## src/link_concat_pkg.sv

```systemverilog
// Shared channel geometry, strobe timing and channel word layout for the two-channel concat link
package link_concat_pkg;

  ////////////////////
  // Channel geometry
  ////////////////////

  // One PHY channel word at full rate
  localparam int CH_WIDTH      = 40;

  // Logic-link word, split over both channels
  localparam int DATA_WIDTH    = 75;

  // Usable data bits per channel
  localparam int CH_DATA_WIDTH = 38;

  // Userbit positions, same for every channel
  localparam int STROBE_LOC    = 1;
  localparam int MARKER_LOC    = 39;

  ////////////////////
  // Boundary flops
  ////////////////////

  // Set to 1 to register the channel words at the PHY edge
  localparam bit TX_REG_PHY    = 1'b1;
  localparam bit RX_REG_PHY    = 1'b1;

  ////////////////////
  // Strobe timing
  ////////////////////

  // Cycles from one strobe to the next
  localparam int STROBE_PERIOD = 8;

  // Consecutive good strobes before the link counts as aligned
  localparam int ALIGN_COUNT   = 3;

  // Violation counter width, saturates at all ones
  localparam int ERR_WIDTH     = 8;

  // Channel word, raw on the PHY and decoded by field inside the link
  typedef union packed {
    logic [CH_WIDTH-1:0] raw;
    struct packed {
      logic                             marker;
      logic [MARKER_LOC-STROBE_LOC-2:0] data_hi;
      logic                             strobe;
      logic [STROBE_LOC-1:0]            data_lo;
    } fields;
  } ch_word_u;

endpackage

```

## src/tx_userbit_gen.sv

```systemverilog
// Strobe and marker userbit source for the TX concat, enabled by the transmitter online level
`timescale 1ns/1ps

module tx_userbit_gen (
  input  logic clk_rd,
  input  logic rst_rd_n,
  input  logic tx_online,
  output logic stb_userbit,
  output logic mrk_userbit
);

  // Position within the strobe period, parked at zero while offline
  logic [$clog2(link_concat_pkg::STROBE_PERIOD)-1:0] stb_phase;
  logic                                              phase_wrap;

  assign phase_wrap = (stb_phase == link_concat_pkg::STROBE_PERIOD - 1);

  ////////////////////
  // Phase counter
  ////////////////////

  always_ff @(posedge clk_rd or negedge rst_rd_n)
  begin
    if (!rst_rd_n)
    begin
      stb_phase <= '0;
    end
    else if (!tx_online || phase_wrap)
    begin
      stb_phase <= '0;
    end
    else
    begin
      stb_phase <= stb_phase + 1'b1;
    end
  end

  ////////////////////
  // Userbit outputs
  ////////////////////

  // Strobe pulse for phase zero shows up one cycle later,
  // so the first one follows the rising edge of tx_online
  always_ff @(posedge clk_rd or negedge rst_rd_n)
  begin
    if (!rst_rd_n)
    begin
      stb_userbit <= 1'b0;
      mrk_userbit <= 1'b0;
    end
    else
    begin
      stb_userbit <= tx_online && (stb_phase == '0);
      mrk_userbit <= tx_online;  // marker is a persistent level
    end
  end

endmodule

```

## src/tx_concat.sv

```systemverilog
// TX side of the link, maps the 75-bit downstream word and userbits onto two PHY channel words
`timescale 1ns/1ps

module tx_concat (
  input  logic                                   clk_rd,
  input  logic                                   rst_rd_n,
  input  logic [link_concat_pkg::DATA_WIDTH-1:0] tx_downstream_data,
  input  logic                                   stb_userbit,
  input  logic                                   mrk_userbit,
  output logic [link_concat_pkg::CH_WIDTH-1:0]   tx_phy0,
  output logic [link_concat_pkg::CH_WIDTH-1:0]   tx_phy1
);

  // Per-channel data slices
  logic [link_concat_pkg::CH_DATA_WIDTH-1:0] ch0_slice;
  logic [link_concat_pkg::CH_DATA_WIDTH-1:0] ch1_slice;

  // Channel words before and after the boundary flop
  link_concat_pkg::ch_word_u tx_word0;
  link_concat_pkg::ch_word_u tx_word1;
  link_concat_pkg::ch_word_u tx_flop0;
  link_concat_pkg::ch_word_u tx_flop1;

  // Lowest slice bit sits under the strobe, the rest between strobe and marker
  function automatic link_concat_pkg::ch_word_u pack_word(
    input logic [link_concat_pkg::CH_DATA_WIDTH-1:0] slice,
    input logic                                      stb,
    input logic                                      mrk
  );
    link_concat_pkg::ch_word_u word;
    word.fields.marker  = mrk;
    word.fields.data_hi = slice[link_concat_pkg::CH_DATA_WIDTH-1:link_concat_pkg::STROBE_LOC];
    word.fields.strobe  = stb;
    word.fields.data_lo = slice[link_concat_pkg::STROBE_LOC-1:0];
    return word;
  endfunction

  ////////////////////
  // Word mapping
  ////////////////////

  assign ch0_slice = tx_downstream_data[link_concat_pkg::CH_DATA_WIDTH-1:0];

  // Channel 1 is one bit short, the spare on top stays zero
  assign ch1_slice = {1'b0,
                      tx_downstream_data[link_concat_pkg::DATA_WIDTH-1:
                                         link_concat_pkg::CH_DATA_WIDTH]};

  assign tx_word0 = pack_word(ch0_slice, stb_userbit, mrk_userbit);
  assign tx_word1 = pack_word(ch1_slice, stb_userbit, mrk_userbit);

  ////////////////////
  // Boundary flop
  ////////////////////

  always_ff @(posedge clk_rd or negedge rst_rd_n)
  begin
    if (!rst_rd_n)
    begin
      tx_flop0 <= '0;
      tx_flop1 <= '0;
    end
    else
    begin
      tx_flop0 <= tx_word0;
      tx_flop1 <= tx_word1;
    end
  end

  assign tx_phy0 = link_concat_pkg::TX_REG_PHY ? tx_flop0.raw : tx_word0.raw;
  assign tx_phy1 = link_concat_pkg::TX_REG_PHY ? tx_flop1.raw : tx_word1.raw;

endmodule

```

## src/rx_split.sv

```systemverilog
// RX side of the link, registers both PHY channel words and joins their data into the upstream word
`timescale 1ns/1ps

module rx_split (
  input  logic                                   clk_rd,
  input  logic                                   rst_rd_n,
  input  logic [link_concat_pkg::CH_WIDTH-1:0]   rx_phy0,
  input  logic [link_concat_pkg::CH_WIDTH-1:0]   rx_phy1,
  output logic [link_concat_pkg::DATA_WIDTH-1:0] rx_upstream_data,
  output link_concat_pkg::ch_word_u              rx_ch0,
  output link_concat_pkg::ch_word_u              rx_ch1
);

  // Boundary flop contents
  logic [link_concat_pkg::CH_WIDTH-1:0] rx_flop0;
  logic [link_concat_pkg::CH_WIDTH-1:0] rx_flop1;

  // Data bits of each channel with the userbits stripped
  logic [link_concat_pkg::CH_DATA_WIDTH-1:0] rx_slice0;
  logic [link_concat_pkg::CH_DATA_WIDTH-1:0] rx_slice1;

  ////////////////////
  // Boundary flop
  ////////////////////

  always_ff @(posedge clk_rd or negedge rst_rd_n)
  begin
    if (!rst_rd_n)
    begin
      rx_flop0 <= '0;
      rx_flop1 <= '0;
    end
    else
    begin
      rx_flop0 <= rx_phy0;
      rx_flop1 <= rx_phy1;
    end
  end

  // Same words also feed the alignment monitor
  assign rx_ch0 = link_concat_pkg::RX_REG_PHY ? rx_flop0 : rx_phy0;
  assign rx_ch1 = link_concat_pkg::RX_REG_PHY ? rx_flop1 : rx_phy1;

  ////////////////////
  // Data join
  ////////////////////

  // Strobe and marker fall out of the field view
  assign rx_slice0 = {rx_ch0.fields.data_hi, rx_ch0.fields.data_lo};
  assign rx_slice1 = {rx_ch1.fields.data_hi, rx_ch1.fields.data_lo};

  // Top bit of channel 1 is the spare and is not part of the word
  assign rx_upstream_data = {
    rx_slice1[link_concat_pkg::DATA_WIDTH-link_concat_pkg::CH_DATA_WIDTH-1:0],
    rx_slice0
  };

endmodule

```

## src/rx_align_monitor.sv

```systemverilog
// Receive alignment monitor, checks strobe spacing and markers on both channels and counts faults
`timescale 1ns/1ps

module rx_align_monitor (
  input  logic                                  clk_rd,
  input  logic                                  rst_rd_n,
  input  link_concat_pkg::ch_word_u             rx_ch0,
  input  link_concat_pkg::ch_word_u             rx_ch1,
  output logic                                  rx_aligned,
  output logic [link_concat_pkg::ERR_WIDTH-1:0] rx_align_err
);

  // Decoded userbits
  logic stb0;
  logic stb1;
  logic mrk0;
  logic mrk1;

  // Per-cycle checks
  logic both_stb;
  logic stb_mismatch;
  logic spacing_err;
  logic mrk_missing;
  logic mrk_loss;
  logic link_down;
  logic violation;
  logic good_stb;

  // Spacing reference and good-strobe run
  logic                                                   stb_seen;
  logic [$clog2(link_concat_pkg::STROBE_PERIOD+2)-1:0]    gap_cnt;
  logic [$clog2(link_concat_pkg::ALIGN_COUNT+1)-1:0]      good_run;

  assign stb0 = rx_ch0.fields.strobe;
  assign stb1 = rx_ch1.fields.strobe;
  assign mrk0 = rx_ch0.fields.marker;
  assign mrk1 = rx_ch1.fields.marker;

  ////////////////////
  // Checks
  ////////////////////

  assign both_stb     = stb0 && stb1;
  assign stb_mismatch = stb0 ^ stb1;
  assign spacing_err  = both_stb && stb_seen && (gap_cnt != link_concat_pkg::STROBE_PERIOD);
  assign mrk_missing  = (stb0 || stb1) && !(mrk0 && mrk1);

  // Both markers gone means the far transmitter went offline
  assign link_down    = !mrk0 && !mrk1;
  assign mrk_loss     = link_down && rx_aligned;

  assign violation    = stb_mismatch || spacing_err || mrk_missing || mrk_loss;
  assign good_stb     = both_stb && !violation;

  ////////////////////
  // Strobe tracking
  ////////////////////

  // gap_cnt holds the cycles since the last good strobe, saturating one past the period.
  // A fault or a lost link drops the reference, so the next strobe starts a new run
  always_ff @(posedge clk_rd or negedge rst_rd_n)
  begin
    if (!rst_rd_n)
    begin
      gap_cnt    <= '0;
      stb_seen   <= 1'b0;
      good_run   <= '0;
      rx_aligned <= 1'b0;
    end
    else
    begin
      if (good_stb)
        gap_cnt <= 1;
      else if (gap_cnt != link_concat_pkg::STROBE_PERIOD + 1)
        gap_cnt <= gap_cnt + 1'b1;

      if (violation || link_down)
      begin
        stb_seen   <= 1'b0;
        good_run   <= '0;
        rx_aligned <= 1'b0;
      end
      else if (good_stb)
      begin
        stb_seen <= 1'b1;
        if (good_run != link_concat_pkg::ALIGN_COUNT)
          good_run <= good_run + 1'b1;
        // Rises in the cycle after the run completes
        if (good_run >= link_concat_pkg::ALIGN_COUNT - 1)
          rx_aligned <= 1'b1;
      end
    end
  end

  ////////////////////
  // Violation count
  ////////////////////

  always_ff @(posedge clk_rd or negedge rst_rd_n)
  begin
    if (!rst_rd_n)
    begin
      rx_align_err <= '0;
    end
    else if (violation && !(&rx_align_err))
    begin
      rx_align_err <= rx_align_err + 1'b1;
    end
  end

endmodule

```

## src/link_concat_top.sv

```systemverilog
// Top level of the two-channel concat link, ties the userbit source, TX, RX and monitor together
`timescale 1ns/1ps

module link_concat_top (
  input  logic                                   clk_rd,
  input  logic                                   rst_rd_n,
  input  logic                                   tx_online,
  input  logic [link_concat_pkg::DATA_WIDTH-1:0] tx_downstream_data,
  output logic [link_concat_pkg::CH_WIDTH-1:0]   tx_phy0,
  output logic [link_concat_pkg::CH_WIDTH-1:0]   tx_phy1,
  input  logic [link_concat_pkg::CH_WIDTH-1:0]   rx_phy0,
  input  logic [link_concat_pkg::CH_WIDTH-1:0]   rx_phy1,
  output logic [link_concat_pkg::DATA_WIDTH-1:0] rx_upstream_data,
  output logic                                   rx_aligned,
  output logic [link_concat_pkg::ERR_WIDTH-1:0]  rx_align_err
);

  // Userbits toward the TX mapping
  logic stb_userbit;
  logic mrk_userbit;

  // Registered RX channel words toward the monitor
  link_concat_pkg::ch_word_u rx_ch0;
  link_concat_pkg::ch_word_u rx_ch1;

  ////////////////////
  // TX path
  ////////////////////

  tx_userbit_gen i_tx_userbit_gen (
    .clk_rd      (clk_rd),
    .rst_rd_n    (rst_rd_n),
    .tx_online   (tx_online),
    .stb_userbit (stb_userbit),
    .mrk_userbit (mrk_userbit)
  );

  tx_concat i_tx_concat (
    .clk_rd             (clk_rd),
    .rst_rd_n           (rst_rd_n),
    .tx_downstream_data (tx_downstream_data),
    .stb_userbit        (stb_userbit),
    .mrk_userbit        (mrk_userbit),
    .tx_phy0            (tx_phy0),
    .tx_phy1            (tx_phy1)
  );

  ////////////////////
  // RX path
  ////////////////////

  rx_split i_rx_split (
    .clk_rd           (clk_rd),
    .rst_rd_n         (rst_rd_n),
    .rx_phy0          (rx_phy0),
    .rx_phy1          (rx_phy1),
    .rx_upstream_data (rx_upstream_data),
    .rx_ch0           (rx_ch0),
    .rx_ch1           (rx_ch1)
  );

  rx_align_monitor i_rx_align_monitor (
    .clk_rd       (clk_rd),
    .rst_rd_n     (rst_rd_n),
    .rx_ch0       (rx_ch0),
    .rx_ch1       (rx_ch1),
    .rx_aligned   (rx_aligned),
    .rx_align_err (rx_align_err)
  );

endmodule

```

## config.mk

```make
export PLATFORM = sky130hd
export DESIGN_NAME = link_concat_top
export DESIGN_NICKNAME = d
export VERILOG_FILES = /design/src/link_concat_pkg.sv /design/src/tx_userbit_gen.sv /design/src/tx_concat.sv /design/src/rx_split.sv /design/src/rx_align_monitor.sv /design/src/link_concat_top.sv
export SDC_FILE = /design/constraint.sdc
export NUM_CORES = 1
export LEC_CHECK = 0
export ABC_CLOCK_PERIOD_IN_PS = 4400
export BUFFER_PORTS_ARGS = -buffer_cell sky130_fd_sc_hd__buf_2
export CORE_MARGIN = 4
export CORE_UTILIZATION = 30
export DETAILED_ROUTE_END_ITERATION = 10
export PLACE_DENSITY = 0.65
export SYNTH_ARGS = -nofsm -noshare
export SYNTH_HDL_FRONTEND = slang
export SYNTH_HIERARCHICAL = 1
export SYNTH_SLANG_ARGS = --single-unit
```

## constraint.sdc

```tcl
create_clock -name clk_rd -period 4.4 [get_ports clk_rd]
set_clock_uncertainty 0.2 [all_clocks]
set_input_delay 0.22 -clock clk_rd [delete_from_list [all_inputs] [get_ports clk_rd]]
set_output_delay 0.22 -clock clk_rd [all_outputs]
set_load 0.01 [all_outputs]
```

==> flow_summary.toml, run 1 <==
[cells_and_area]
syn2layout_area_growth_pct = 63.1
fin_area_um2 = 9170
antennaDiodeCount = 0
drive_above_1_share = 0.462
final_util = 0.504
layout.nets = 923
finalNonFillerCells = 996

[placement]
io_buffers = 319
gp_congestion = 0.712
place_inst = 808
hpwl_um = 10400
placed_area_um2 = 6950
dp_slack_ns = 2.13

[critical_path]
cp.arrival_ns = 2.37
cp.depth = 6
cp.required_ns = 4.50
crit_path_max_incr_delay_ns = 0.61
rr_startpoint = "i_rx_align_monitor/gap_cnt[0]"
startpoint = "i_rx_align_monitor/gap_cnt[0]"
reg2reg_slack_ns = 2.13
crit_buf_inv = 1
endpoint_kind = "flop"
reg2reg_depth = 6
path_class = "flop to flop"
critical-path-top-delay-family = "compound AO/OA/AOI/OAI gates"
startpoint_type = "flop"
cp_cell_sequence = "inv_1, ha_1, nand3b_4, a2111oi_4, nor2b_1, mux2_1"
crit_fanout = 9
rr_endpoint = "i_rx_align_monitor/rx_align_err[1]"
slowest_stage = "a2111oi_4"
critPathCapture = "i_rx_align_monitor/rx_align_err[1]"

[global_route]
grt_use_total = 0.152
grt_pass1_vias = 4572
grt_antenna_before_repair = 0
grt_max_degree = 99
overflow = 0
grt_first_pass_wirelength_um = 23900

[sta]
period_share = 0.516
fin_tns_setup_ns = 0
grt_setup_unrepaired = "false"
drv_slew = 0
period_needed_ns = 2.27
max_slew_margin = 0.510
fmax_mhz = 441
fin_ws_ns = 2.13
setup_viol_count_final = 0
tightest_slew_ns = 0.735
hold_viol_final = 0

[pwr]
power_density_nw_per_um2 = 447
vdd_drop_max_v = 0.000287
power_leakage_uw = 0.00463

[routing]
detail_route.first_pass.iterations = 4
drt-total-wl_um = 15900
vias = 3961
drc = 0
via_per_inst = 3.98
wl_per_cell_um = 15.9
drt_iter0_drc = 119
drtAntennaViolNets = 0

[clocking]
root_buffer = "clkbuf_16"
cts_made_buffers = 17
clock_tree.buffer_depth = 2
clk_pin_slew_worst_paths_ns = 0.07
htreeDepth = 4
clk_latency_ns = 0.42
cts_tree = "done"
cts_sinks = 177

[worst_hold_path]
hp-class = "flop to flop"

[flow_run]
max_cap_viol_count = 0

[floorplan]
core_um2 = 18200
die_w_um = 145
start_util = 0.309
die_h_um = 145
io_pins = 322
fp-row-count = 49
dieArea_um2 = 21000

[yosys]
yosys_warnings = 6
avgSynthCellArea_um2 = 16.7
synth_nets = 506
synth_cells = 337
synth_area_um2 = 5620

[status]
outcome = "completed"
[registers in the layout (all words and copies together) (netlist names)]
signal / cells
i_rx_split/rx_ch1: 39
i_rx_align_monitor/stb_seen: 1
i_tx_concat/tx_phy0: 39
i_rx_align_monitor/rx_align_err: 8
i_rx_split/rx_ch0: 40
i_tx_concat/tx_phy1: 38
i_tx_userbit_gen/mrk_userbit: 1
i_tx_userbit_gen/stb_userbit: 1
i_rx_align_monitor/good_run: 2
i_rx_align_monitor/rx_aligned: 1
i_rx_align_monitor/gap_cnt: 4
i_tx_userbit_gen/stb_phase: 3
[per-stage QoR]
step,hold slack [ns],total power [µW]
floorplan,-0.276,2120
global placement,0.106,2320
detailed placement,0.103,2330
CTS,0.163,4160
global route,0.180,4320
finish,0.160,4100
[repair_timing]
action,in CTS,in global routing
buffers inserted,0,0
endpoints found under the hold margin,238,0
hold buffers,156,0
gates resized for setup,0,0
[worst min path at each step]
stage | from | to | slack, ns | depth (start not counted)
after floorplan | rst_rd_n | i_rx_align_monitor/gap_cnt[0] | -0.28 | 0
after global placement | rst_rd_n | i_rx_split/rx_ch1[5] | 0.11 | 1
after detailed placement | rst_rd_n | i_rx_split/rx_ch1[5] | 0.10 | 1
after CTS | i_tx_userbit_gen/mrk_userbit | i_tx_concat/tx_phy1[39] | 0.16 | 0
after global routing | i_tx_userbit_gen/mrk_userbit | i_tx_concat/tx_phy1[39] | 0.18 | 0
final | i_tx_userbit_gen/mrk_userbit | i_tx_concat/tx_phy1[39] | 0.16 | 0
[report_power, final]
| group | internal (µW) | total (µW) | switching, µW |
|---|---|---|---|
| registers | 1760 | 1850 | 90.5 |
| clock network | 1040 | 1690 | 652 |
| logic | 300 | 564 | 264 |
| total | 3090 | 4100 | 1010 |
[layer usage]
layer | routed length (µm) | up-vias | global-route usage
met5 | 0 | - | 0
li1 | - | 1823 | -
met4 | 229 | 0 | 0.0496
met3 | 1720 | 17 | 0.0641
met1 | 6060 | 1891 | 0.168
met2 | 7870 | 230 | 0.263
[final cells by class]
| cell class | instances | area (µm²) |
|---|---|---|
| fillers | 1528 | 9040 |
| clock buffers | 19 | 443 |
| inverters | 7 | 26.3 |
| repair buffers | 476 | 3180 |
| clock inverters | 13 | 219 |
| well taps | 229 | 287 |
| multi-input cells | 75 | 581 |
| flip-flops and latches | 177 | 4430 |
[placed cells by master (no fill, tap or decap), types with 2 or more instances in the layout]
cell,count
inv_6,5
dlygate4sd3_1,156
o21ai_0,2
clkbuf_16,17
mux2_1,5
ha_1,11
nor3_1,3
and3b_1,3
and2_1,2
nand2_1,8
xnor2_1,3
nor3b_1,2
dfrtp_1,177
inv_1,7
nor2b_1,3
nand2b_1,2
bufinv_16,5
nand3_1,4
a21oi_1,5
xor2_1,3
buf_2,318
nor2_1,9
[worst register-to-register path: cells and delay by family, from the launching register on]
kind / cells / cell delay [ns]
multiplexers: 1 / 0.34
AND/OR/NAND/NOR: 2 / 0.27
flip-flops: 1 / 0.41
buffers and inverters: 1 / 0.10
AO/OA/AOI/OAI: 1 / 0.61
adder cells (fa/ha/maj): 1 / 0.22
Power figures use the tool's default switching activity.
==> run 2, diff against run 1 <==
--- a/config.mk
+++ b/config.mk
@@ -5,7 +5,8 @@
 export SDC_FILE = /design/constraint.sdc
 export NUM_CORES = 1
 export LEC_CHECK = 0
-export ABC_CLOCK_PERIOD_IN_PS = 4400
+export ABC_AREA = 1
+export ABC_CLOCK_PERIOD_IN_PS = 2100
 export BUFFER_PORTS_ARGS = -buffer_cell sky130_fd_sc_hd__buf_2
 export CORE_MARGIN = 4
 export CORE_UTILIZATION = 30
==> constraint.sdc (replaced) <==
create_clock -name clk_rd -period 2.1 [get_ports clk_rd]
set_clock_uncertainty 0.2 [all_clocks]
set_input_delay 0.105 -clock clk_rd [delete_from_list [all_inputs] [get_ports clk_rd]]
set_output_delay 0.105 -clock clk_rd [all_outputs]
set_load 0.01 [all_outputs]
==> run 2 against run 1 <==
  * Clock-buffer cell count shrank 1
  * Via count grew 4.0%
  * Sequential power grew 110%
  * Non-clock buffer count grew 4
  * First-iteration DRC count shrank 13%
  * Sequential share of layout area shrank 0.26 points
  * Final area grew 0.55%
  * Synthesized cell count grew 10%
  * Die area grew 0.84%
  * Worst hold slack lost 0.14 ns
  * Setup slack lost 1.8 ns
==> flow_summary.toml, run 2 <==
[placement]
io_buffers = 319
dp_slack_ns = 0.324
gp_congestion = 0.719
hpwl_um = 10200
place_inst = 851

[flow_run]
max_cap_viol_count = 0

[sta]
max_slew_margin = 0.653
fin_ws_ns = 0.317
fmax_mhz = 561
drv_slew = 0
fin_tns_setup_ns = 0
period_needed_ns = 1.78
grt_setup_unrepaired = "false"
tightest_slew_ns = 0.521
setup_viol_count_final = 0
period_share = 0.849
hold_slack_ns = 0.0173
hold_viol_final = 0

[yosys]
yosys_warnings = 6
avgSynthCellArea_um2 = 15.2
synth_area_um2 = 5670
synth_nets = 541
synth_cells = 372

[critical_path]
crit_path_frequent_cell = "nand2_1"
rr_endpoint = "i_rx_align_monitor/rx_align_err[2]"
crit_fanout = 11
path_class = "flop to flop"
cp.arrival_ns = 1.92
crit_buf_inv = 2
endpoint_kind = "flop"
startpoint_type = "flop"
crit_path_max_incr_delay_ns = 0.35
cp_cell_sequence = "inv_1, ha_1, inv_1, nand2_1, nor2_2, nand2_1, nand2_2, nand2_1, o21ai_2"
reg2reg_depth = 9
cp.required_ns = 2.24
critical-path-top-delay-family = "simple AND/OR/NAND/NOR gates"
slowest_stage = "dfrtp_1"
rr_startpoint = "i_rx_split/rx_ch0[1]"
reg2reg_slack_ns = 0.32

[global_route]
grt_pass1_vias = 4733
grt_use_total = 0.155
grt_max_degree = 52
grt_first_pass_wirelength_um = 25900
overflow = 0
grt_antenna_before_repair = 0

[cells_and_area]
drive_above_1_share = 0.455
largest_reg_flops = 40
most-common-layout-cells = "buf_2, dfrtp_1, dlygate4sd3_1, nand2_1, inv_1"
antennaDiodeCount = 0
layout.nets = 961
finalNonFillerCells = 1038
syn2layout_area_growth_pct = 62.5
final_common_cell = "buf_2"

[routing]
drt-total-wl_um = 15900
via_per_inst = 3.97
vias = 4118
top_layer = "met4"
drt_iter0_drc = 103
wirelength_met1_um = 5970
drtAntennaViolNets = 0
met3_length_um = 1320
drc = 0
detail_route.first_pass.iterations = 4
wl_met2_um = 8330
wl_per_cell_um = 15.3

[floorplan]
start_util = 0.304
io_pins = 322
fp-row-count = 50
die_h_um = 145
die_w_um = 145
core_um2 = 18600
dieArea_um2 = 21200

[pwr]
power_density_nw_per_um2 = 906
p_total_uw = 8350
vdd_drop_max_v = 0.000522
power_leakage_uw = 0.00470

[clocking]
cts_setup_buffers = 0
htreeDepth = 4
cts_sinks = 177
cts_made_buffers = 17
postCtsHoldBufs = 156
postCtsResizedCells = 0
root_buffer = "clkbuf_16"
clk_latency_ns = 0.41
cts_tree = "done"
clock_tree.buffer_depth = 2
clk_pin_slew_worst_paths_ns = 0.07

[worst_hold_path]
hp-class = "primary input to async pin"

[status]
outcome = "completed"
==> run 2: how the worst max path moves through the flow <==
| stage | cells after the start | to | from | slack, ns |
|---|---|---|---|---|
| after floorplan | 8 | i_rx_align_monitor/rx_align_err[2] | i_rx_align_monitor/rx_align_err[0] | 0.51 |
| after global placement | 9 | i_rx_align_monitor/rx_align_err[2] | i_rx_split/rx_ch0[1] | 0.36 |
| after detailed placement | 9 | i_rx_align_monitor/rx_align_err[5] | i_rx_split/rx_ch0[1] | 0.32 |
| after CTS | 9 | i_rx_align_monitor/rx_align_err[2] | i_rx_split/rx_ch0[1] | 0.32 |
| after global routing | 8 | i_rx_align_monitor/rx_align_err[2] | i_rx_align_monitor/gap_cnt[0] | 0.19 |
| final | 9 | i_rx_align_monitor/rx_align_err[2] | i_rx_split/rx_ch0[1] | 0.32 |
==> run 2: where the power goes <==
part	total (µW)	internal [µW]	switching, µW
combinational	1170	610	565
clock	3340	2010	1330
sequential	3830	3670	167
total	8350	6290	2060
==> run 2: stage by stage <==
step / instance area [µm²] / util
6_report: 9220 / 0.494
5_1_grt: 9220 / 0.494
4_1_cts: 9220 / 0.494
3_5_place_dp: 7030 / 0.377
3_3_place_gp: 7030 / 0.377
2_1_floorplan: 5670 / -
==> run 2: layer usage <==
metal  global-route usage  up-vias
met4               0.0375        0
li1                     -     1907
met2                0.280      196
met5                    0        -
met3               0.0638       14
met1                0.169     2001
==> run 2: final cells by class <==
type                       instances  area (µm²)
tap                              234         293
fill                            1599        9420
clock inverter                    13         195
clock buffer                      18         429
inverter                          23        86.3
timing repair buffer             480        3230
sequential                       177        4430
multi-input combinational         93         559
==> run 2: worst register-to-register path: stages, from the launching register on <==
cell and delay (ns):
dfrtp_1 0.35, inv_1 0.05, ha_1 0.28, inv_1 0.05, nand2_1 0.06, nor2_2 0.13
nand2_1 0.18, nand2_2 0.24, nand2_1 0.11, o21ai_2 0.06
